## src/common/mem_pkg.sv

```systemverilog
package mem_pkg;

    // Datapath and register file
    localparam int XLEN       = 32;
    localparam int REG_ADDR_W = 5;
    localparam int NUM_REGS   = 2 ** REG_ADDR_W;

    // Data RAM geometry, word addressed
    localparam int RAM_DEPTH   = 256;
    localparam int RAM_IDX_W   = 8;
    localparam int RAM_IDX_LSB = 2;    // Byte offset bits are ignored

    // Cycles from request capture to the done pulse
    localparam int RAM_LATENCY = 3;
    localparam int RAM_CNT_W   = 2;    // Must hold RAM_LATENCY-1

    // Memory stage access FSM
    typedef enum logic
    {
        MS_IDLE = 1'b0,    // Ready to accept an instruction
        MS_WAIT = 1'b1     // Waiting for the data RAM
    } mem_state_e;

    // Data RAM FSM
    typedef enum logic
    {
        RAM_IDLE = 1'b0,
        RAM_BUSY = 1'b1
    } ram_state_e;

endpackage

```

## src/logic/register_file.sv

```systemverilog
`timescale 1ns/1ps

module register_file
(
    input  logic                           clk,
    input  logic                           rst,
    input  logic                           wr_en,
    input  logic [mem_pkg::REG_ADDR_W-1:0] wr_addr,
    input  logic [mem_pkg::XLEN-1:0]       wr_data,
    input  logic [mem_pkg::REG_ADDR_W-1:0] rd_addr,
    output logic [mem_pkg::XLEN-1:0]       rd_data
);
    import mem_pkg::*;

    logic [XLEN-1:0] regs [NUM_REGS];

    always_ff @(posedge clk or posedge rst)
    begin
        if (rst)
        begin
            for (int i = 0; i < NUM_REGS; i++)
            begin
                regs[i] <= '0;
            end
        end
        else if (wr_en && (wr_addr != '0))
        begin
            regs[wr_addr] <= wr_data;    // Register 0 stays zero
        end
    end

    // Asynchronous read for the decode side
    assign rd_data = regs[rd_addr];

endmodule

```

## config.mk

```make
export PLATFORM = sky130hd
export DESIGN_NAME = register_file
export DESIGN_NICKNAME = d
export VERILOG_FILES = /design/src/common/mem_pkg.sv /design/src/logic/register_file.sv
export SDC_FILE = /design/constraint.sdc
export NUM_CORES = 2
export LEC_CHECK = 0
export ABC_AREA = 0
export ABC_CLOCK_PERIOD_IN_PS = 35100
export BUFFER_PORTS_ARGS = -buffer_cell sky130_fd_sc_hd__clkbuf_2
export CAP_MARGIN = 20
export CORE_ASPECT_RATIO = 1.25
export CORE_UTILIZATION = 39
export CTS_CLUSTER_SIZE = 28
export DETAILED_ROUTE_END_ITERATION = 10
export GPL_ROUTABILITY_DRIVEN = 0
export MAX_ROUTING_LAYER = met4
export PLACE_DENSITY = 0.56
export SLEW_MARGIN = 30
export SYNTH_ARGS = -nofsm -noshare
export SYNTH_HDL_FRONTEND = slang
export SYNTH_SLANG_ARGS = --single-unit
```

## constraint.sdc

```tcl
create_clock -name clk -period 35.1 [get_ports clk]
set_input_delay 1.755 -clock clk [delete_from_list [all_inputs] [get_ports clk]]
set_output_delay 1.755 -clock clk [all_outputs]
set_load 0.05 [all_outputs]
```

==> reports/qor.yml <==
floorplanning:
  core_area_mm2: 0.120
  rows: 142
  die_w_um: 313
  dieArea_mm2: 0.122
  die-height_um: 391
  initial_core_util: 0.393
  boundaryPins: 77
sta:
  slew_viol_final: 0
  finalSetupTns_ns: 0
  max_freq_mhz: 133
  slew_headroom: 0.277
  setup_ws_ns: 27.57
  min_period_ns: 7.53
  grt_setup_unrepaired: "no"
  period_share: 0.214
  finalSetupViolCount: 0
  tightestPinTransition_ns: 1.08
  final_hold_viol_count: 0
  fin_skew_ns: 0
setup_path:
  critical_path_class: "primary input to primary output"
  critPathLaunch: "rd_addr[1]"
  r2r-end: "regs[63]"
  critPathArrivalTime_ns: 5.77
  rr_startpoint: "regs[63]"
  crit_top_cell: "buf_6"
  slowest_stage: "buf_4"
  slowest_delay_ns: 0.83
  rr_worst_depth: 1
  end_kind: "primary output"
  start_kind: "primary input"
  worstPathRequired_ns: 33.34
  r2r_slack_ns: 34.29
  cp_max_fo: 63
  path_cells: "buf_8 > buf_4 > buf_6 > buf_6 > mux2i_1 > a22o_1 > nor3_1 > a31oi_1 > nand3_1 > clkbuf_2"
drt:
  first_iter_violations: 1927
  viasPerCell: 5.55
  wl_per_cell_um: 25.4
  drtAntennaViolNets: 0
  firstDrtPassIters: 7
  drc: 0
  dr_total_vias: 27800
  drt-total-wl_um: 127000
finish:
  largest-register: "regs"
  nets: 3385
  utilization: 0.433
  syn_to_final_growth_pct: 10.1
  layout_commonest_cell: "dfrtp_1"
  reg.largest.list: "regs (1024)"
  final_cells: 5015
  design_area_mm2: 0.0519
  largest_register_ffs: 1024
  final_cell_mix: "dfrtp_1, mux2_2, mux2i_1"
  layout-drive-gt1-share: 0.383
synth:
  synth_ff_type: "dfrtp_1"
  synthDistinctLibCells: 30
  netlist_instances: 3444
  ys_async_sr_fraction: 1.00
  ys_seq_elements: 1024
  yosys_warnings: 0
  avgSynthCellArea_um2: 13.7
  yosysSeqAreaShare: 0.543
  syn_nets: 3489
  synth_edf_count: 0
  synth_area_mm2: 0.0472
placed_design:
  port-buffer-count: 76
  dpl.hpwl_um: 65200
  placed_cells: 4816
  place_area_mm2: 0.0483
  pre_cts_slack_ns: 27.00
clock_network:
  clk_pin_slew_ns: 0.06
  insertion_delay_ns: 0.69
  cts_setup_buffers: 0
  postCtsHoldBufs: 0
  htree_levels: 3
  cts-root-buf: "clkbuf_16"
  numCtsBuffers: 104
  clock_sinks: 1024
  cts_max_path_buffers: 3
  post_cts_resized: 0
  cts_tree: "built"
grt:
  antenna_found_initial: 9
  grt_pass1_wl_um: 193000
  grt_remaining_overflow: 0
  grt_pass1_vias: 29100
  grt_use_total: 0.216
  grt_max_degree: 161
job:
  cap_violations: 0
hold_path:
  min_to: "regs[995]"
  min_path_cells: 0
  min_path_type: "flop to flop"
  min-delay-start: "regs[995]"
outcome:
  status: "complete, no violations"
power_and_ir_drop:
  power_density_mw_per_mm2: 60.4
  irDropWorstVdd_uv: 35.2
  p_leak_uw: 0.0243
[cells by family after synthesis]
| family | share of synthesized area |
|---|---|
| AND/OR/NAND/NOR | 0.0299 |
| AO/OA/AOI/OAI | 0.0416 |
| buffers and inverters | 0.0400 |
| flip-flops | 0.543 |
| multiplexers | 0.345 |
[power breakdown]
group          total, µW  leakage (µW)  internal, µW  switching, µW
logic                469       0.00942           251            218
clock network       1160       0.00179           681            476
registers           1510        0.0131          1400            108
total               3140        0.0243          2330            802
[worst max path at each step]
stage / endpoint / slack (ns) / cells past startpoint
finish: rd_data[14] / 27.57 / 10
CTS: rd_data[14] / 26.99 / 10
global placement: rd_data[14] / 27.01 / 10
global route: rd_data[14] / 27.43 / 10
detailed placement: rd_data[14] / 27.00 / 10
floorplan: regs[0] / 4.53 / 1
[through the flow]
step / power [µW] / hold WS, ns
floorplan: 1900 / 0.428
global placement: 1990 / 0.364
detailed placement: 2000 / 0.365
CTS: 3170 / 0.378
global route: 3290 / 0.381
finish: 3140 / 0.374
[cell type report]
cell class                      instances  area, µm²
Clock buffer                          152       3130
Multi-Input combinational cell       2072      19700
Fill cell                           11100      68000
Inverter                                1       11.3
Sequential cell                      1024      25600
Antenna cell                            6       15.0
Tap cell                             1584       1980
Timing Repair Buffer                  137        998
Clock inverter                         39        445
[worst max-delay path, delay by kind of cell]
kind,cells,cell delay [ns]
buffers and inverters,5,2.88
muxes,1,0.27
AOI/OAI and AO/OA,2,0.50
and+or+nand+nor,2,0.19
[cell usage after synthesis, types with 35 or more instances]
master | instances | area share
dfrtp_1 | 1024 | 0.54
mux2_2 | 955 | 0.23
mux2i_1 | 512 | 0.11
clkbuf_1 | 177 | 0.014
nand2_1 | 113 | 0.0090
nand3_1 | 98 | 0.010
a21oi_1 | 96 | 0.010
a22oi_1 | 96 | 0.015
buf_2 | 80 | 0.0085
a22o_1 | 64 | 0.012
buf_6 | 45 | 0.011
mux2_1 | 37 | 0.0088
buf_4 | 35 | 0.0056
[metal layers]
layer  vias up  track usage  routed length, µm
met2       422        0.334              59300
li1      12200            -                  -
met1     15000        0.298              60800
met5         -            -                  0
met4         0       0.0666               3030
met3       165       0.0251               4160
(Power assumes the default switching activity.)
