[src/common/mem_pkg.sv]
package mem_pkg;

    // Datapath and register file
    localparam int XLEN       = 32;
    localparam int REG_ADDR_W = 5;
    localparam int NUM_REGS   = 2 ** REG_ADDR_W;

    // Data RAM geometry, word addressed
    localparam int RAM_DEPTH   = 256;
    localparam int RAM_IDX_W   = 8;
    localparam int RAM_IDX_LSB = 2;    // Byte offset bits are ignored

    // Cycles from request capture to the done pulse
    localparam int RAM_LATENCY = 3;
    localparam int RAM_CNT_W   = 2;    // Must hold RAM_LATENCY-1

    // Memory stage access FSM
    typedef enum logic
    {
        MS_IDLE = 1'b0,    // Ready to accept an instruction
        MS_WAIT = 1'b1     // Waiting for the data RAM
    } mem_state_e;

    // Data RAM FSM
    typedef enum logic
    {
        RAM_IDLE = 1'b0,
        RAM_BUSY = 1'b1
    } ram_state_e;

endpackage

[src/logic/writeback_stage.sv]
`timescale 1ns/1ps

module writeback_stage
(
    input  logic                           clk,
    input  logic                           rst,
    input  logic                           stall_pipeline,
    input  logic                           mem_to_reg,
    input  logic                           reg_write,
    input  logic [mem_pkg::REG_ADDR_W-1:0] reg_dest,
    input  logic [mem_pkg::XLEN-1:0]       mem_data,
    input  logic [mem_pkg::XLEN-1:0]       alu_result,
    output logic                           wr_en,
    output logic [mem_pkg::REG_ADDR_W-1:0] wr_addr,
    output logic [mem_pkg::XLEN-1:0]       wr_data
);
    import mem_pkg::*;

    logic [XLEN-1:0] result;

    // Loaded word or ALU result
    assign result = mem_to_reg ? mem_data : alu_result;

    always_ff @(posedge clk or posedge rst)
    begin
        if (rst)
        begin
            wr_en   <= 1'b0;
            wr_addr <= '0;
            wr_data <= '0;
        end
        else if (stall_pipeline)
        begin
            wr_en <= 1'b0;    // Memory stage outputs are not final yet
        end
        else
        begin
            wr_en   <= reg_write;
            wr_addr <= reg_dest;
            wr_data <= result;
        end
    end

endmodule

[config.mk]
export PLATFORM = sky130hd
export DESIGN_NAME = writeback_stage
export DESIGN_NICKNAME = d
export VERILOG_FILES = /design/src/common/mem_pkg.sv /design/src/logic/writeback_stage.sv
export SDC_FILE = /design/constraint.sdc
export NUM_CORES = 1
export LEC_CHECK = 0
export BUFFER_PORTS_ARGS = -buffer_cell sky130_fd_sc_hd__buf_2
export CAP_MARGIN = 20
export CORE_MARGIN = 5
export CORE_UTILIZATION = 38
export DETAILED_ROUTE_END_ITERATION = 8
export PLACE_DENSITY = 0.76
export SLEW_MARGIN = 5
export SYNTH_ARGS = -nofsm -noshare
export SYNTH_HDL_FRONTEND = slang
export SYNTH_SLANG_ARGS = --single-unit
[constraint.sdc]
create_clock -name clk -period 1.1 [get_ports clk]
set_input_delay 0.22 -clock clk [delete_from_list [all_inputs] [get_ports clk]]
set_output_delay 0.22 -clock clk [all_outputs]
set_load 0.02 [all_outputs]
==> out/qor.csv <==
stage;metric;value;unit
final_layout;area overhead of the layout relative to synthesis;39.9;%
synthesis;largest area contributor in the netlist;dfrtp_1;
timing;fin crit period;1.05;ns
power_and_ir_drop;Pleak;0.00136;uW
die;standard-cell rows;24;
detailed_routing;via count;1462;
global_routing;antenna violations before repair;0;
power_and_ir_drop;clock share of power;28.0;%
die;Core ar.;4440;um^2
power_and_ir_drop;Power Internal;2410;uW
synthesis;sequential cell area fraction in the yosys report;53.8;%
synthesis;most frequent cell after synthesis;dfrtp_1;
hold_path;Worst Hold Class;input port to register;
power_and_ir_drop;VDD IR max;0.000737;V
timing;worst rel slew slack;80.5;%
power_and_ir_drop;sw frac;28.5;%
worst_setup_path;worst path arrival time;0.83;ns
power_and_ir_drop;Sequential Power Share;47.9;%
timing;setup tns final;0;ns
clocking;Post CTS Setup Buffer Count;0;
worst_setup_path;critical path type;register to output pin;
timing;Setup WS post-layout;0.0484;ns
timing;Worst Max-Slew Pin Slew;0.292;ns
detailed_routing;Total Wirelength;3990;um
final_layout;Fill cells;403;
clocking;CTS H-tree lvls;2;
synthesis;Commonest cells post-synth;dfrtp_1, mux2i_1, nand2_1;
detailed_routing;Post-route DRC;0;
final_layout;nets@finish;340;
die;Die X;78.2;um
power_and_ir_drop;Net Sw Power;959;uW
synthesis;Post-synth ARST share;100;%
global_routing;number of global-route vias before repair;1445;
global_routing;total gr overflow;0;
synthesis;Syn Inst Count;153;
synthesis;syn_nets;227;
worst_setup_path;CP peak stage delay;0.39;ns
die;Die Ht;78.2;um
timing;f_max;951;MHz
worst_setup_path;Critical Path Source Type;register;
detailed_routing;drt initial violations;38;
clocking;Clock transition at path regs;0.07;ns
timing;Worst Skew;0;ns
clocking;cts hold-fix bufs;1;
global_routing;first-pass GRT wire length;6510;um
final_layout;layout cells sized above 1;49.1;%
global_routing;Tot GR Track Use;13.3;%
detailed_routing;antenna-violating nets left;0;
clocking;Clock Latency Late Sink;0.28;ns
die;initial core utilization;39.8;%
synthesis;cells taking the most area after synthesis;dfrtp_1, mux2i_1, o21ai_1;
global_routing;GR Layer Usage met3;5.61;%
timing;RSZ-0062 raised after global routing;no;
global_routing;met1 GRT Util;16.3;%
die;io pins;112;
clocking;root buf cell;clkbuf_8;
synthesis;Ys Warns;0;
worst_setup_path;worst-path cell chain;buf_2;
die;die area;6120;um^2
power_and_ir_drop;Pwr Density;1360;nW/um^2
detailed_routing;First-pass DRT Iterations;6;
synthesis;Yosys top cell area share;53.8;%
global_routing;GRT met2 Usage;21.3;%
job;number of max-cap violations;0;
placed_design;pre-CTS setup slack;0.133;ns
worst_setup_path;Crit-path slowest cell;dfrtp_1;
placed_design;# port buffers;111;
synthesis;Seq cells post-synth;38;
synthesis;Unique masters post-synth;12;
worst_setup_path;critical path buffer and inverter count;1;
synthesis;count of flip-flops with a built-in enable after synthesis;0;
placed_design;detailed placer's ending HPWL;3150;um
synthesis;Post-Syn Area;1770;um^2
clocking;post-CTS resize count;0;
timing;max-slew violation count;0;
clocking;CTS tree;built;
timing;hold_ws;0.167;ns
global_routing;largest net degree at the start of global routing;39;
worst_setup_path;worst-path maximum fanout;2;
clocking;CTS sink count;38;
synthesis;Main synth FF type;dfrtp_1;
final_layout;ant diodes;0;
worst_setup_path;delay-heaviest family, CP;flip-flops;
status;status;finished clean;
detailed_routing;DR WL/cell;12.5;um
clocking;TritonCTS buffer count;5;
synthesis;syn_area_per_cell;11.6;um^2
timing;fin crit share;95.6;%
clocking;CTS Buffer Depth;2;
global_routing;GRT Max-Usage Layer;met2;
power_and_ir_drop;Logic pwr share;24.1;%
placed_design;global placer's final weighted congestion;0.687;
timing;Final Hold Violating Endpoints;0;
power_and_ir_drop;Pwr Total;3370;uW
worst_setup_path;Setup crit end kind;output pin;
worst_setup_path;Critical Path RT;0.88;ns
detailed_routing;Vias/cell;4.58;
timing;Setup Viol. Count Final;0;
-- metal layers --
metal / vias to the layer above / share of wire (%)
li1: 749 / -
met1: 641 / 43
met2: 68 / 47
met3: 4 / 9.3
met4: 0 / 0.90
met5: - / 0
-- power by group through the flow --
stage / combinational [uW] / clock [uW] / sequential [uW]
floorplan: 309 / 0 / 1820
detailed placement: 828 / 0 / 1640
global route: 888 / 1070 / 1630
global placement: 812 / 0 / 1630
finish: 812 / 943 / 1610
CTS: 829 / 997 / 1610
-- through the flow --
stage / utilization, % / cells / instance area (um^2)
4_1_cts: 55.7 / 319 / 2470
2_1_floorplan: - / 153 / 1770
6_report: 55.7 / 319 / 2470
3_3_place_gp: 53.4 / 310 / 2370
3_5_place_dp: 53.4 / 310 / 2370
5_1_grt: 55.7 / 319 / 2470
-- sequential cells by signal (all words and copies together) (netlist names) --
name,flops
wr_data,32
wr_addr,5
wr_en,1
-- worst paths after layout --
| kind | start | end | slack (ns) | depth (start not counted) |
|---|---|---|---|---|
| setup / recovery | wr_data[11]$_DFFE_PP0N_ | wr_data[11] | 0.05 | 1 |
| hold / removal | reg_write | wr_en$_DFF_PP0_ | 0.17 | 2 |
| setup reg to reg | wr_addr[1]$_DFFE_PP0N_ | wr_addr[1]$_DFFE_PP0N_ | 0.34 | 1 |
| hold reg to reg | wr_data[26]$_DFFE_PP0N_ | wr_data[26]$_DFFE_PP0N_ | 0.48 | 2 |
| max in group asynchronous | rst | wr_data[0]$_DFFE_PP0N_ | 0.38 | 4 |
| min in group asynchronous | rst | wr_data[20]$_DFFE_PP0N_ | 0.53 | 4 |
-- logic make-up (layout without fill, tap and decap cells) --
group | after synthesis | after routing | share of synthesized area, %
and+or+nand+nor | 33 | 33 | 7.15
DFF | 38 | 38 | 53.8
muxes | 37 | 37 | 22.4
buffers and inverters | 13 | 127 | 7.22
AOI/OAI and AO/OA | 32 | 32 | 9.48
-- placed cells by master (no fill, tap or decap), drive strengths merged --
cell type | netlist | layout
inv | 1 | 1
clkinv | 0 | 1
buf | 12 | 117
o21ai | 32 | 32
nand2 | 32 | 32
dlygate4sd3 | 0 | 1
mux2i | 32 | 32
mux2 | 5 | 5
nor2b | 1 | 1
clkbuf | 0 | 7
dfrtp | 38 | 38
-- final cells by class --
class | instances | area (um^2) | area share [%]
inverters | 1 | 3.75 | 0.152
well taps | 52 | 65.1 | 2.63
flip-flops and latches | 38 | 951 | 38.4
clock buffers | 7 | 86.3 | 3.49
clock inverters | 1 | 5.00 | 0.202
multi-input cells | 102 | 689 | 27.9
repair buffers | 118 | 673 | 27.2
(Power assumes the default switching activity.)
