<file path="config.mk">
export PLATFORM = sky130hd
export DESIGN_NAME = memory_stage_flat
export DESIGN_NICKNAME = d
export VERILOG_FILES = /design/src/common/mem_pkg.sv /design/src/common/dmem_if.sv /design/src/memory/memory_stage.sv /design/src/flat_wrapper.sv
export SDC_FILE = /design/constraint.sdc
export NUM_CORES = 1
export LEC_CHECK = 0
export BUFFER_PORTS_ARGS = -buffer_cell sky130_fd_sc_hd__buf_2
export CAP_MARGIN = 15
export CORE_MARGIN = 2
export CORE_UTILIZATION = 40
export CTS_CLUSTER_SIZE = 24
export DETAILED_ROUTE_END_ITERATION = 10
export HOLD_SLACK_MARGIN = 0.03
export PLACE_DENSITY = 0.74
export SETUP_SLACK_MARGIN = 0.1
export SYNTH_ARGS = -nofsm -noshare
export SYNTH_HDL_FRONTEND = slang
export SYNTH_SLANG_ARGS = --single-unit
</file>
<file path="constraint.sdc">
create_clock -name clk -period 6.24 [get_ports clk]
set_input_delay 1.248 -clock clk [delete_from_list [all_inputs] [get_ports clk]]
set_output_delay 1.248 -clock clk [all_outputs]
set_load 0.02 [all_outputs]
</file>
<file path="src/common/mem_pkg.sv">
package mem_pkg;

    // Datapath and register file
    localparam int XLEN       = 32;
    localparam int REG_ADDR_W = 5;
    localparam int NUM_REGS   = 2 ** REG_ADDR_W;

    // Data RAM geometry, word addressed
    localparam int RAM_DEPTH   = 256;
    localparam int RAM_IDX_W   = 8;
    localparam int RAM_IDX_LSB = 2;    // Byte offset bits are ignored

    // Cycles from request capture to the done pulse
    localparam int RAM_LATENCY = 3;
    localparam int RAM_CNT_W   = 2;    // Must hold RAM_LATENCY-1

    // Memory stage access FSM
    typedef enum logic
    {
        MS_IDLE = 1'b0,    // Ready to accept an instruction
        MS_WAIT = 1'b1     // Waiting for the data RAM
    } mem_state_e;

    // Data RAM FSM
    typedef enum logic
    {
        RAM_IDLE = 1'b0,
        RAM_BUSY = 1'b1
    } ram_state_e;

endpackage

</file>
<file path="src/common/dmem_if.sv">
`timescale 1ns/1ps

// Request link between the memory stage and the data RAM.
// Plain pulses, one request in flight at a time.
interface dmem_if;
    import mem_pkg::*;

    logic            req;      // One-cycle request pulse
    logic            we;       // Store when high
    logic [XLEN-1:0] addr;     // Byte address, held until done
    logic [XLEN-1:0] wdata;
    logic [XLEN-1:0] rdata;    // Valid in the done cycle
    logic            done;     // One-cycle completion pulse

    modport stage
    (
        output req,
        output we,
        output addr,
        output wdata,
        input  rdata,
        input  done
    );

    modport ram
    (
        input  req,
        input  we,
        input  addr,
        input  wdata,
        output rdata,
        output done
    );

endinterface

</file>
<file path="src/memory/memory_stage.sv">
`timescale 1ns/1ps

module memory_stage
(
    input  logic                           clk,
    input  logic                           rst,
    input  logic                           stall,
    input  logic [mem_pkg::XLEN-1:0]       addr,
    input  logic [mem_pkg::XLEN-1:0]       data_in,
    input  logic                           mem_read,
    input  logic                           mem_write,
    input  logic                           in_mem_to_reg,
    input  logic                           in_reg_write,
    input  logic [mem_pkg::REG_ADDR_W-1:0] in_reg_dest,
    input  logic                           in_pc_src,
    input  logic [mem_pkg::XLEN-1:0]       in_branch_target,
    dmem_if.stage                          dmem,
    output logic                           stall_pipeline,
    output logic [mem_pkg::XLEN-1:0]       mem_data,
    output logic [mem_pkg::XLEN-1:0]       alu_result,
    output logic                           out_mem_to_reg,
    output logic                           out_reg_write,
    output logic [mem_pkg::REG_ADDR_W-1:0] out_reg_dest,
    output logic                           out_pc_src,
    output logic [mem_pkg::XLEN-1:0]       out_branch_target
);
    import mem_pkg::*;

    mem_state_e      state;
    logic [XLEN-1:0] addr_q;     // Registered ALU result, also the RAM address
    logic [XLEN-1:0] data_q;     // Store data held for the RAM
    logic            req_q;
    logic            we_q;
    logic            accept;
    logic            is_mem_op;

    assign is_mem_op = mem_read | mem_write;
    assign accept    = (state == MS_IDLE) && !stall;    // External stall only blocks new work

    // The pipeline is held for as long as an access is outstanding
    assign stall_pipeline = (state == MS_WAIT);

    assign dmem.req   = req_q;
    assign dmem.we    = we_q;
    assign dmem.addr  = addr_q;
    assign dmem.wdata = data_q;
    assign alu_result = addr_q;

    always_ff @(posedge clk or posedge rst)
    begin
        if (rst)
        begin
            state             <= MS_IDLE;
            req_q             <= 1'b0;
            we_q              <= 1'b0;
            addr_q            <= '0;
            data_q            <= '0;
            mem_data          <= '0;
            out_mem_to_reg    <= 1'b0;
            out_reg_write     <= 1'b0;
            out_reg_dest      <= '0;
            out_pc_src        <= 1'b0;
            out_branch_target <= '0;
        end
        else
        begin
            req_q <= 1'b0;    // Request is a single pulse
            case (state)
                MS_IDLE:
                begin
                    if (accept)
                    begin
                        addr_q            <= addr;
                        data_q            <= data_in;
                        we_q              <= mem_write;
                        out_mem_to_reg    <= in_mem_to_reg;
                        out_reg_write     <= in_reg_write;
                        out_reg_dest      <= in_reg_dest;
                        out_pc_src        <= in_pc_src;
                        out_branch_target <= in_branch_target;
                        if (is_mem_op)
                        begin
                            req_q <= 1'b1;
                            state <= MS_WAIT;
                        end
                    end
                end
                MS_WAIT:
                begin
                    // Capture the word and release the pipeline on completion
                    if (dmem.done)
                    begin
                        mem_data <= dmem.rdata;
                        state    <= MS_IDLE;
                    end
                end
                default:
                begin
                    state <= MS_IDLE;
                end
            endcase
        end
    end

endmodule

</file>
<file path="src/flat_wrapper.sv">
// flat-port wrapper written by rule: the top's interface ports become plain ports
module memory_stage_flat import mem_pkg::*;
  (clk, rst, stall, addr, data_in, mem_read, mem_write, in_mem_to_reg, in_reg_write, in_reg_dest, in_pc_src, in_branch_target, stall_pipeline, mem_data, alu_result, out_mem_to_reg, out_reg_write, out_reg_dest, out_pc_src, out_branch_target, dmem_req, dmem_we, dmem_addr, dmem_wdata, dmem_rdata, dmem_done);
  dmem_if dmem_i ();
  input  logic clk;
  input  logic rst;
  input  logic stall;
  input  logic [mem_pkg::XLEN-1:0] addr;
  input  logic [mem_pkg::XLEN-1:0] data_in;
  input  logic mem_read;
  input  logic mem_write;
  input  logic in_mem_to_reg;
  input  logic in_reg_write;
  input  logic [mem_pkg::REG_ADDR_W-1:0] in_reg_dest;
  input  logic in_pc_src;
  input  logic [mem_pkg::XLEN-1:0] in_branch_target;
  output logic stall_pipeline;
  output logic [mem_pkg::XLEN-1:0] mem_data;
  output logic [mem_pkg::XLEN-1:0] alu_result;
  output logic out_mem_to_reg;
  output logic out_reg_write;
  output logic [mem_pkg::REG_ADDR_W-1:0] out_reg_dest;
  output logic out_pc_src;
  output logic [mem_pkg::XLEN-1:0] out_branch_target;
  output wire logic [$bits(dmem_i.req)-1:0] dmem_req;
  output wire logic [$bits(dmem_i.we)-1:0] dmem_we;
  output wire logic [$bits(dmem_i.addr)-1:0] dmem_addr;
  output wire logic [$bits(dmem_i.wdata)-1:0] dmem_wdata;
  input wire logic [$bits(dmem_i.rdata)-1:0] dmem_rdata;
  input wire logic [$bits(dmem_i.done)-1:0] dmem_done;
  assign dmem_req = dmem_i.req;
  assign dmem_we = dmem_i.we;
  assign dmem_addr = dmem_i.addr;
  assign dmem_wdata = dmem_i.wdata;
  assign dmem_i.rdata = dmem_rdata;
  assign dmem_i.done = dmem_done;
  memory_stage u_core (.clk(clk), .rst(rst), .stall(stall), .addr(addr), .data_in(data_in), .mem_read(mem_read), .mem_write(mem_write), .in_mem_to_reg(in_mem_to_reg), .in_reg_write(in_reg_write), .in_reg_dest(in_reg_dest), .in_pc_src(in_pc_src), .in_branch_target(in_branch_target), .dmem(dmem_i), .stall_pipeline(stall_pipeline), .mem_data(mem_data), .alu_result(alu_result), .out_mem_to_reg(out_mem_to_reg), .out_reg_write(out_reg_write), .out_reg_dest(out_reg_dest), .out_pc_src(out_pc_src), .out_branch_target(out_branch_target));
endmodule
</file>
==> flow_summary.yaml, run 1 <==
grt:
  grt_util_all_layers: 0.1737
  grt_antenna_before_repair: 0
  grt_start_max_net_pins: 84
  via_count_of_the_first_global_routing_pass: 3937
  first_pass_grt_wire_length_mm: 19.29
  grt_overflow_total: 0
yosys:
  yosys_register_bits: 139
  ys.warnings.count: 0
  postSynthAreaPerCell_um2: 16.39
  synth_sequential_area_ratio: 0.6431
  synthesis.nets: 472
  synth_top_area_cell: "sky130_fd_sc_hd__dfrtp_1"
  synth.lib_cells_used.distinct: 12
  synth_top_cells_by_area: "sky130_fd_sc_hd__dfrtp_1, sky130_fd_sc_hd__mux2_2, sky130_fd_sc_hd__buf_4"
  synth_largest_type_area_fraction: 0.6431
  synthesis.instances: 330
  synthesis.area_mm2: 0.005409
clock_network:
  cts_resized: 0
  clock_insertion_delay_worst_skew_ns: 0.41
  cts_buffers: 17
  cts-root-buf: "sky130_fd_sc_hd__clkbuf_16"
  post_cts.repair.setup_buffers: 0
  cts-root-to-sink-buffers: 2
  clk_pin_slew_worst_paths_ns: 0.06
  cts_tree: "done"
  cts_hold_buf: 0
  cts_sinks: 139
  htree_levels: 4
floorplan:
  placementRows: 42
  die_width_um: 120.3
  placeableCoreArea_mm2: 0.01324
  start_util: 0.4084
  top_level_ports: 313
  floorplan.die_area_mm2: 0.01447
  die_h_um: 120.3
timing:
  setup-violations-final: 0
  min_period_over_period: 0.3737
  finClkSkew_ns: 0.004214
  finalSetupTns_ns: 0
  f_max_mhz: 428.8
  timing_worst_slew_pin_value_ns: 0.7239
  slew_violations: 0
  setup_repair_after_global_routing_missed_its_margin: "false"
  worst_slew_margin_rel: 0.5174
  final_period_minus_worst_setup_slack_ns: 2.332
  hold_violations: 0
worst_hold_path:
  min_to: "u_core.dmem.wdata[11]$_DFFE_PP0P_"
  worstHoldPathCells: 1
  hp-class: "flip-flop to flip-flop"
  hp-start: "u_core.dmem.wdata[11]$_DFFE_PP0P_"
finish:
  area.growth.synth_to_final_pct: 39.39
  antenna_cells: 0
  finalNonFillerCells: 808
  fin_util: 0.5694
  final_layout_size_suffix_gt1_frac: 0.7642
  stdcell_area_mm2: 0.007540
  finalNetCount: 761
setup_path:
  timing.critical_path.required_ns: 4.99
  cpLargestDelayFamily: "flip-flops"
  worst-path-max-fanout: 5
  critical_path_arrival_ns: 1.08
  max_stage_delay_ns: 0.45
  critical_path.cell_chain: "buf_2"
  regToRegStartpoint: "u_core.stall_pipeline$_DFF_PP0_"
  setup.worst_path.start_class: "flip-flop"
  criticalPathCategory: "flip-flop to output port"
  worst_path_max_delay_cell: "sky130_fd_sc_hd__dfrtp_1"
  cp-end-kind: "output port"
  regToRegSetupSlack_ns: 4.52
  rr_worst_depth: 3
  crit-reg2reg-capture: "u_core.dmem.wdata[21]$_DFFE_PP0P_"
  path_buf_inv: 1
power:
  cellPowerDensity_mw_per_mm2: 428.2
  cellLeakagePower_uw: 0.003751
  p_total_uw: 3228
  vdd.ir_drop.worst_v: 0.0002442
place:
  placedInstanceArea_mm2: 0.006880
  numPlacedInstances: 776
  gp_congestion: 0.7218
  detailed_place_hpwl_mm: 9.107
  io_buffer_count: 312
drt:
  wl_per_cell_um: 15.13
  vias_per_cell: 4.606
  drt-pass1-iter-count: 4
  routed_wl_mm: 12.22
  post-route-drc-count: 0
  final_antenna_net_count: 0
  via_count: 3722
  drt_iter0_drc: 90
status:
  outcome: "finished, final reports clean"
run:
  max_cap_violations: 0
[cell type report]
| type | instances | area (µm²) |
|---|---|---|
| fillers | 1100 | 5703 |
| flip-flops and latches | 139 | 3478 |
| repair buffers | 316 | 1592 |
| multi-input cells | 143 | 1578 |
| clock buffers | 20 | 466.7 |
| well taps | 176 | 220.2 |
| clock inverters | 12 | 192.7 |
| inverters | 2 | 12.51 |
[metal layers]
| metal | global-route usage | up-vias | wire length, µm |
|---|---|---|---|
| met4 | 0.07776 | 0 | 291 |
| met2 | 0.3161 | 187 | 6637 |
| met3 | 0.06557 | 24 | 1091 |
| met1 | 0.1760 | 1823 | 4202 |
| met5 | 0 | - | 0 |
| li1 | - | 1688 | - |
[metrics by stage]
stage | setup WS (ns) | hold WS, ns
after floorplan | 1.267 | 0.6095
after global placement | 3.622 | 0.4668
after detailed placement | 3.550 | 0.4753
after CTS | 3.874 | 0.4876
after global routing | 3.814 | 0.5063
final | 3.908 | 0.4849
[cell usage after synthesis]
| master | instances |
|---|---|
| sky130_fd_sc_hd__dfrtp_1 | 139 |
| sky130_fd_sc_hd__mux2_2 | 132 |
| sky130_fd_sc_hd__buf_4 | 33 |
| sky130_fd_sc_hd__buf_2 | 7 |
| sky130_fd_sc_hd__buf_6 | 6 |
| sky130_fd_sc_hd__mux2_1 | 5 |
| sky130_fd_sc_hd__inv_1 | 2 |
| sky130_fd_sc_hd__nor2_1 | 2 |
| sky130_fd_sc_hd__nand2_1 | 1 |
| sky130_fd_sc_hd__nor2_2 | 1 |
| sky130_fd_sc_hd__o22ai_1 | 1 |
| sky130_fd_sc_hd__or2_2 | 1 |
[worst max path at each step]
stage,from,to,slack (ns),cells past startpoint
after floorplan,rst,u_core.alu_result[0]$_DFFE_PP0P_,1.27,1
after global placement,rst,u_core.mem_data[10]$_DFFE_PP0P_,3.62,3
after detailed placement,rst,u_core.mem_data[13]$_DFFE_PP0P_,3.55,3
after CTS,u_core.stall_pipeline$_DFF_PP0_,stall_pipeline,3.87,1
after global routing,rst,u_core.dmem.wdata[23]$_DFFE_PP0P_,3.81,3
final,u_core.stall_pipeline$_DFF_PP0_,stall_pipeline,3.91,1
[placed cells by master, fill, tap and decap left out]
master                       count
sky130_fd_sc_hd__buf_2         312
sky130_fd_sc_hd__clkinv_2        4
sky130_fd_sc_hd__or2_2           1
sky130_fd_sc_hd__nand2_1         1
sky130_fd_sc_hd__bufinv_16       5
sky130_fd_sc_hd__dfrtp_1       139
sky130_fd_sc_hd__clkbuf_8        3
sky130_fd_sc_hd__inv_1           1
sky130_fd_sc_hd__nor2_4          1
sky130_fd_sc_hd__inv_6           1
sky130_fd_sc_hd__clkinvlp_4      3
sky130_fd_sc_hd__o22ai_1         1
sky130_fd_sc_hd__mux2_1          5
sky130_fd_sc_hd__buf_4           4
sky130_fd_sc_hd__nor2_1          2
sky130_fd_sc_hd__mux2_2        132
sky130_fd_sc_hd__clkbuf_16      17
[where the power goes]
group          internal [µW]  total (µW)  switching, µW
clock network            737        1100            362
registers               1110        1220            110
logic                    373         911            538
[logic make-up after synthesis]
logic type / synth area share
buf+inv: 0.06616
flops: 0.6431
simple gates: 0.004396
mux: 0.2852
compound gates: 0.001157
Power figures use the tool's default switching activity.
==> run 2: changes to the inputs <==
Settings changed: PLACE_DENSITY 0.74 to 0.77.
Clock period 6.24 ns to 1.93 ns, I/O delays scaled along.
==> run 2 against run 1 <==
Net effect: highest routed layer unchanged; first-iteration DRC count decreased by 19%; routed wire length increased by 1.4%; count of clock-buffer cells in the layout increased by 1; largest cell class unchanged; critical endpoint unchanged; via count decreased by 1.0%; sequential power increased to 3.2 times the previous value; die area unchanged; non-clock buffer count increased by 7.
==> flow_summary.yaml, run 2 (synthesized netlist as in run 1, its figures left out) <==
grt:
  grt_start_max_net_pins: 56
  via_count_of_the_first_global_routing_pass: 3873
  grt_overflow_total: 0
  grt_antenna_before_repair: 0
  first_pass_grt_wire_length_mm: 19.28
  grt_util_all_layers: 0.1723
clock_network:
  post_cts.repair.setup_buffers: 0
  cts_resized: 0
  cts-root-buf: "sky130_fd_sc_hd__clkbuf_16"
  cts_hold_buf: 0
  cts_tree: "done"
  clock_insertion_delay_worst_skew_ns: 0.41
  htree_levels: 4
  cts-root-to-sink-buffers: 2
  cts_buffers: 17
  clk_pin_slew_worst_paths_ns: 0.06
  cts_sinks: 139
drt:
  drt_iter0_drc: 73
  vias_per_cell: 4.520
  via_count: 3684
  post-route-drc-count: 0
  wl_per_cell_um: 15.20
  final_antenna_net_count: 0
  routed_wl_mm: 12.39
  drt-pass1-iter-count: 4
finish:
  stdcell_area_mm2: 0.007646
  layout.filler_cells: 1082
  finalNonFillerCells: 815
  area.growth.synth_to_final_pct: 41.36
  final_common_cell: "sky130_fd_sc_hd__buf_2"
  mostFrequentLayoutCells: "sky130_fd_sc_hd__buf_2, sky130_fd_sc_hd__dfrtp_1, sky130_fd_sc_hd__mux2_2, sky130_fd_sc_hd__clkbuf_16, sky130_fd_sc_hd__buf_4"
  finalNetCount: 768
  fin_util: 0.5774
  antenna_cells: 0
  final_layout_size_suffix_gt1_frac: 0.7637
setup_path:
  critical_path.cell_chain: "buf_2"
  worst-path-max-fanout: 5
  cpLargestDelayFamily: "flip-flops"
  worst_path_max_delay_cell: "sky130_fd_sc_hd__dfrtp_1"
  criticalPathCategory: "flip-flop to output port"
  path_buf_inv: 1
  cp-end-kind: "output port"
  timing.critical_path.required_ns: 1.54
  max_stage_delay_ns: 0.46
  critical_path_arrival_ns: 1.08
  setup.worst_path.start_class: "flip-flop"
timing:
  min_period_over_period: 0.7578
  final_period_minus_worst_setup_slack_ns: 1.463
  f_max_mhz: 683.7
  setup_repair_after_global_routing_missed_its_margin: "false"
  timing_worst_slew_pin_value_ns: 0.5827
  setup-violations-final: 0
  finClkSkew_ns: 0.004525
  worst_slew_margin_rel: 0.6107
  fin_worst_hold_slack_ns: 0.03793
  hold_violations: 0
  slew_violations: 0
floorplan:
  placeableCoreArea_mm2: 0.01324
  die_h_um: 120.3
  top_level_ports: 313
  placementRows: 42
  floorplan.die_area_mm2: 0.01447
  start_util: 0.4084
  die_width_um: 120.3
worst_hold_path:
  hp-class: "input port to async pin"
power:
  cellPowerDensity_mw_per_mm2: 1372
  vdd.ir_drop.worst_v: 0.0006722
  cellLeakagePower_uw: 0.003806
place:
  gp_congestion: 0.7223
  io_buffer_count: 312
  numPlacedInstances: 783
  placedInstanceArea_mm2: 0.006994
  detailed_place_hpwl_mm: 9.409
run:
  max_cap_violations: 0
status:
  outcome: "finished, final reports clean"
[run 2: final timing paths]
path                                              startpoint  depth (start not counted)  slack [ns]                                  endpoint
min in group clk                                 data_in[11]                          2        0.19         u_core.dmem.wdata[11]$_DFFE_PP0P_
setup / recovery             u_core.stall_pipeline$_DFF_PP0_                          1        0.47                            stall_pipeline
hold reg to reg            u_core.dmem.wdata[11]$_DFFE_PP0P_                          1        0.48         u_core.dmem.wdata[11]$_DFFE_PP0P_
setup reg to reg             u_core.stall_pipeline$_DFF_PP0_                          3        0.49         u_core.dmem.wdata[14]$_DFFE_PP0P_
max in group asynchronous                                rst                          3        1.31  u_core.out_branch_target[22]$_DFFE_PP0P_
hold / removal                                           rst                          2        0.04           u_core.mem_data[30]$_DFFE_PP0P_
[run 2: report_power, final]
| part | internal [µW] | switching, µW | total [µW] |
|---|---|---|---|
| Combinational | 1240 | 1750 | 2990 |
| Clock | 2360 | 1200 | 3560 |
| Sequential | 3580 | 359 | 3940 |
| Total | 7180 | 3310 | 10500 |
[run 2: metal layers]
layer	part of all wire	wire [µm]	GRT usage	vias up
li1	-	-	-	1712
met1	0.37	4612	0.1856	1760
met2	0.51	6375	0.3026	189
met3	0.091	1132	0.06745	23
met4	0.022	268	0.07049	0
met5	0	0	0	-
[run 2: through the flow]
step / setup TNS [ns] / worst slack (ns) / total power [µW]
4_1_cts: 0 / 0.4478 / 10600
6_report: 0 / 0.4674 / 10490
2_1_floorplan: -26.56 / -0.1911 / 6014
5_1_grt: 0 / 0.4019 / 10960
3_3_place_gp: 0 / 0.4673 / 6913
3_5_place_dp: 0 / 0.4300 / 7008
[run 2: cell type report]
| cell class | instances | area, µm² | area share |
|---|---|---|---|
| inverters | 2 | 11.26 | 0.001473 |
| flip-flops and latches | 139 | 3478 | 0.4549 |
| repair buffers | 323 | 1707 | 0.2232 |
| clock inverters | 11 | 191.4 | 0.02504 |
| well taps | 176 | 220.2 | 0.02880 |
| multi-input cells | 143 | 1578 | 0.2063 |
| clock buffers | 21 | 460.4 | 0.06022 |
[run 2: worst reg2reg max path: cells and delay by family (launching register included)]
family,cells,cell delay [ns]
flops,1,0.45
mux,1,0.41
buf+inv,1,0.30
simple gates,1,0.17
==> run 3: changes to the inputs <==
Clock period 1.93 ns to 1.18 ns, I/O delays scaled along.
==> run 3 against run 2 <==
Net effect: the flow now finishes with violations (negative setup slack); sequential power increased by 74%; via count increased by 14%; first-iteration DRC count increased by 120%; die area unchanged; clock power rose by 71%; register-to-register slack worse by 0.67 ns; worst setup slack worse by 0.65 ns; worst hold slack better by 0.012 ns; routed wire length increased by 38%.
==> flow_summary.yaml, run 3 (synthesized netlist as in run 1, its figures left out) <==
status:
  outcome: "complete, but fails checks"
  violations: "negative setup slack"
place:
  detailed_place_hpwl_mm: 9.622
  numPlacedInstances: 790
  io_buffer_count: 312
  gp_congestion: 0.7695
clock_network:
  clock_insertion_delay_worst_skew_ns: 0.41
  cts_sinks: 139
  clk_pin_slew_worst_paths_ns: 0.06
  cts-root-to-sink-buffers: 2
  cts-root-buf: "sky130_fd_sc_hd__clkbuf_16"
  htree_levels: 4
  cts_buffers: 17
  cts_tree: "done"
drt:
  drt-pass1-iter-count: 4
  vias_per_cell: 4.714
  post-route-drc-count: 0
  drt_iter0_drc: 162
  wl_per_cell_um: 19.18
  via_count: 4191
  routed_wl_mm: 17.05
  final_antenna_net_count: 0
run:
  max_cap_violations: 0
setup_path:
  timing.critical_path.required_ns: 1.47
  critical_path_arrival_ns: 1.65
  cp-end-kind: "flip-flop"
  worst-path-max-fanout: 23
  worst_setup_path_startpoint: "u_core.stall_pipeline$_DFF_PP0_"
  criticalPathCategory: "flip-flop to flip-flop"
  setup.worst_path.start_class: "flip-flop"
  regToRegStartpoint: "u_core.stall_pipeline$_DFF_PP0_"
power:
  vdd.ir_drop.worst_v: 0.001609
  cellPowerDensity_mw_per_mm2: 2149
  p_total_uw: 20730
  cellLeakagePower_uw: 0.004796
timing:
  setup-violations-final: 256
  hold_violations: 0
  min_period_over_period: 1.152
  finClkSkew_ns: 0.007057
  fin_worst_hold_slack_ns: 0.04991
  worst_slew_margin_rel: 0.7135
  final_period_minus_worst_setup_slack_ns: 1.359
  timing_worst_slew_pin_value_ns: 0.4298
  finalSetupTns_ns: -19.63
  slew_violations: 0
  f_max_mhz: 735.6
  setup_repair_after_global_routing_missed_its_margin: "true"
  worst_case_setup_margin_in_the_final_layout_ns: -0.1794
grt:
  via_count_of_the_first_global_routing_pass: 4609
  first_pass_grt_wire_length_mm: 24.08
  grt_overflow_total: 0
  grt_antenna_before_repair: 0
  grt_start_max_net_pins: 78
  grt_util_all_layers: 0.2184
finish:
  antenna_cells: 0
  mostFrequentLayoutCells: "sky130_fd_sc_hd__buf_6, sky130_fd_sc_hd__buf_2, sky130_fd_sc_hd__dfrtp_1, sky130_fd_sc_hd__mux2_2, sky130_fd_sc_hd__buf_4"
  fin_util: 0.7286
  area.growth.synth_to_final_pct: 78.37
  finalNetCount: 842
  finalNonFillerCells: 889
  final_common_cell: "sky130_fd_sc_hd__buf_6"
  final_layout_size_suffix_gt1_frac: 0.7882
worst_hold_path:
  hp-class: "input port to flip-flop"
  hp-start: "dmem_rdata[7]"
floorplan:
  top_level_ports: 313
  placementRows: 42
  start_util: 0.4084
  placeableCoreArea_mm2: 0.01324
  die_width_um: 120.3
  die_h_um: 120.3
  floorplan.die_area_mm2: 0.01447
==> run 3: stage by stage <==
stage	instance area [µm²]	worst slack, ns
after floorplan	5433	-0.7911
after global placement	7074	-0.1244
after detailed placement	7074	-0.1535
after CTS	9094	-0.1712
after global routing	9648	-0.2324
final	9648	-0.1794
==> run 3: layout make-up <==
class / instances / area (µm²)
fillers: 766 / 3595
flip-flops and latches: 139 / 3478
repair buffers: 397 / 3462
multi-input cells: 143 / 1802
clock buffers: 20 / 456.7
well taps: 176 / 220.2
clock inverters: 12 / 217.7
inverters: 2 / 11.26
==> run 3: power breakdown <==
group | switching (µW) | internal [µW] | total, µW
Clock | 2010 | 4060 | 6070
Sequential | 992 | 5860 | 6850
Combinational | 3310 | 4490 | 7800
Total | 6310 | 14400 | 20700
==> run 3: metal layers <==
layer / track usage / part of all wire
met1: 0.2149 / 0.34
met3: 0.08113 / 0.076
met4: 0.07776 / 0.021
met2: 0.4155 / 0.57
met5: 0 / 0
==> run 3: critical path, cell delays in order, from the launching register on <==
cell and delay [ns]:
sky130_fd_sc_hd__dfrtp_1 0.41, sky130_fd_sc_hd__nor2_4 0.11, sky130_fd_sc_hd__buf_12 0.17, sky130_fd_sc_hd__buf_16 0.18, sky130_fd_sc_hd__mux2_2 0.36
==> run 3: path summary, 6_finish.rpt <==
| path | to | slack [ns] | cells after the start |
|---|---|---|---|
| setup / recovery | u_core.alu_result[24]$_DFFE_PP0P_ | -0.18 | 4 |
| setup reg to reg | u_core.alu_result[24]$_DFFE_PP0P_ | -0.18 | 4 |
| hold / removal | u_core.mem_data[7]$_DFFE_PP0P_ | 0.05 | 2 |
| max in group asynchronous | u_core.dmem.wdata[24]$_DFFE_PP0P_ | 0.30 | 4 |
| min in group asynchronous | u_core.dmem.wdata[6]$_DFFE_PP0P_ | 0.51 | 4 |
| hold reg to reg | u_core.dmem.wdata[8]$_DFFE_PP0P_ | 0.52 | 1 |
==> run 3: what timing repair did <==
| item | 4_1_cts | 5_1_grt |
|---|---|---|
| pin swaps | 1 | 3 |
| gates resized for setup | 360 | 49 |
| hold endpoints to repair | 139 | 4 |
| setup buffers | 22 | 36 |
| endpoints found under the setup margin | 310 | 310 |
| gates cloned | 2 | 2 |
| hold buffers | 1 | 4 |
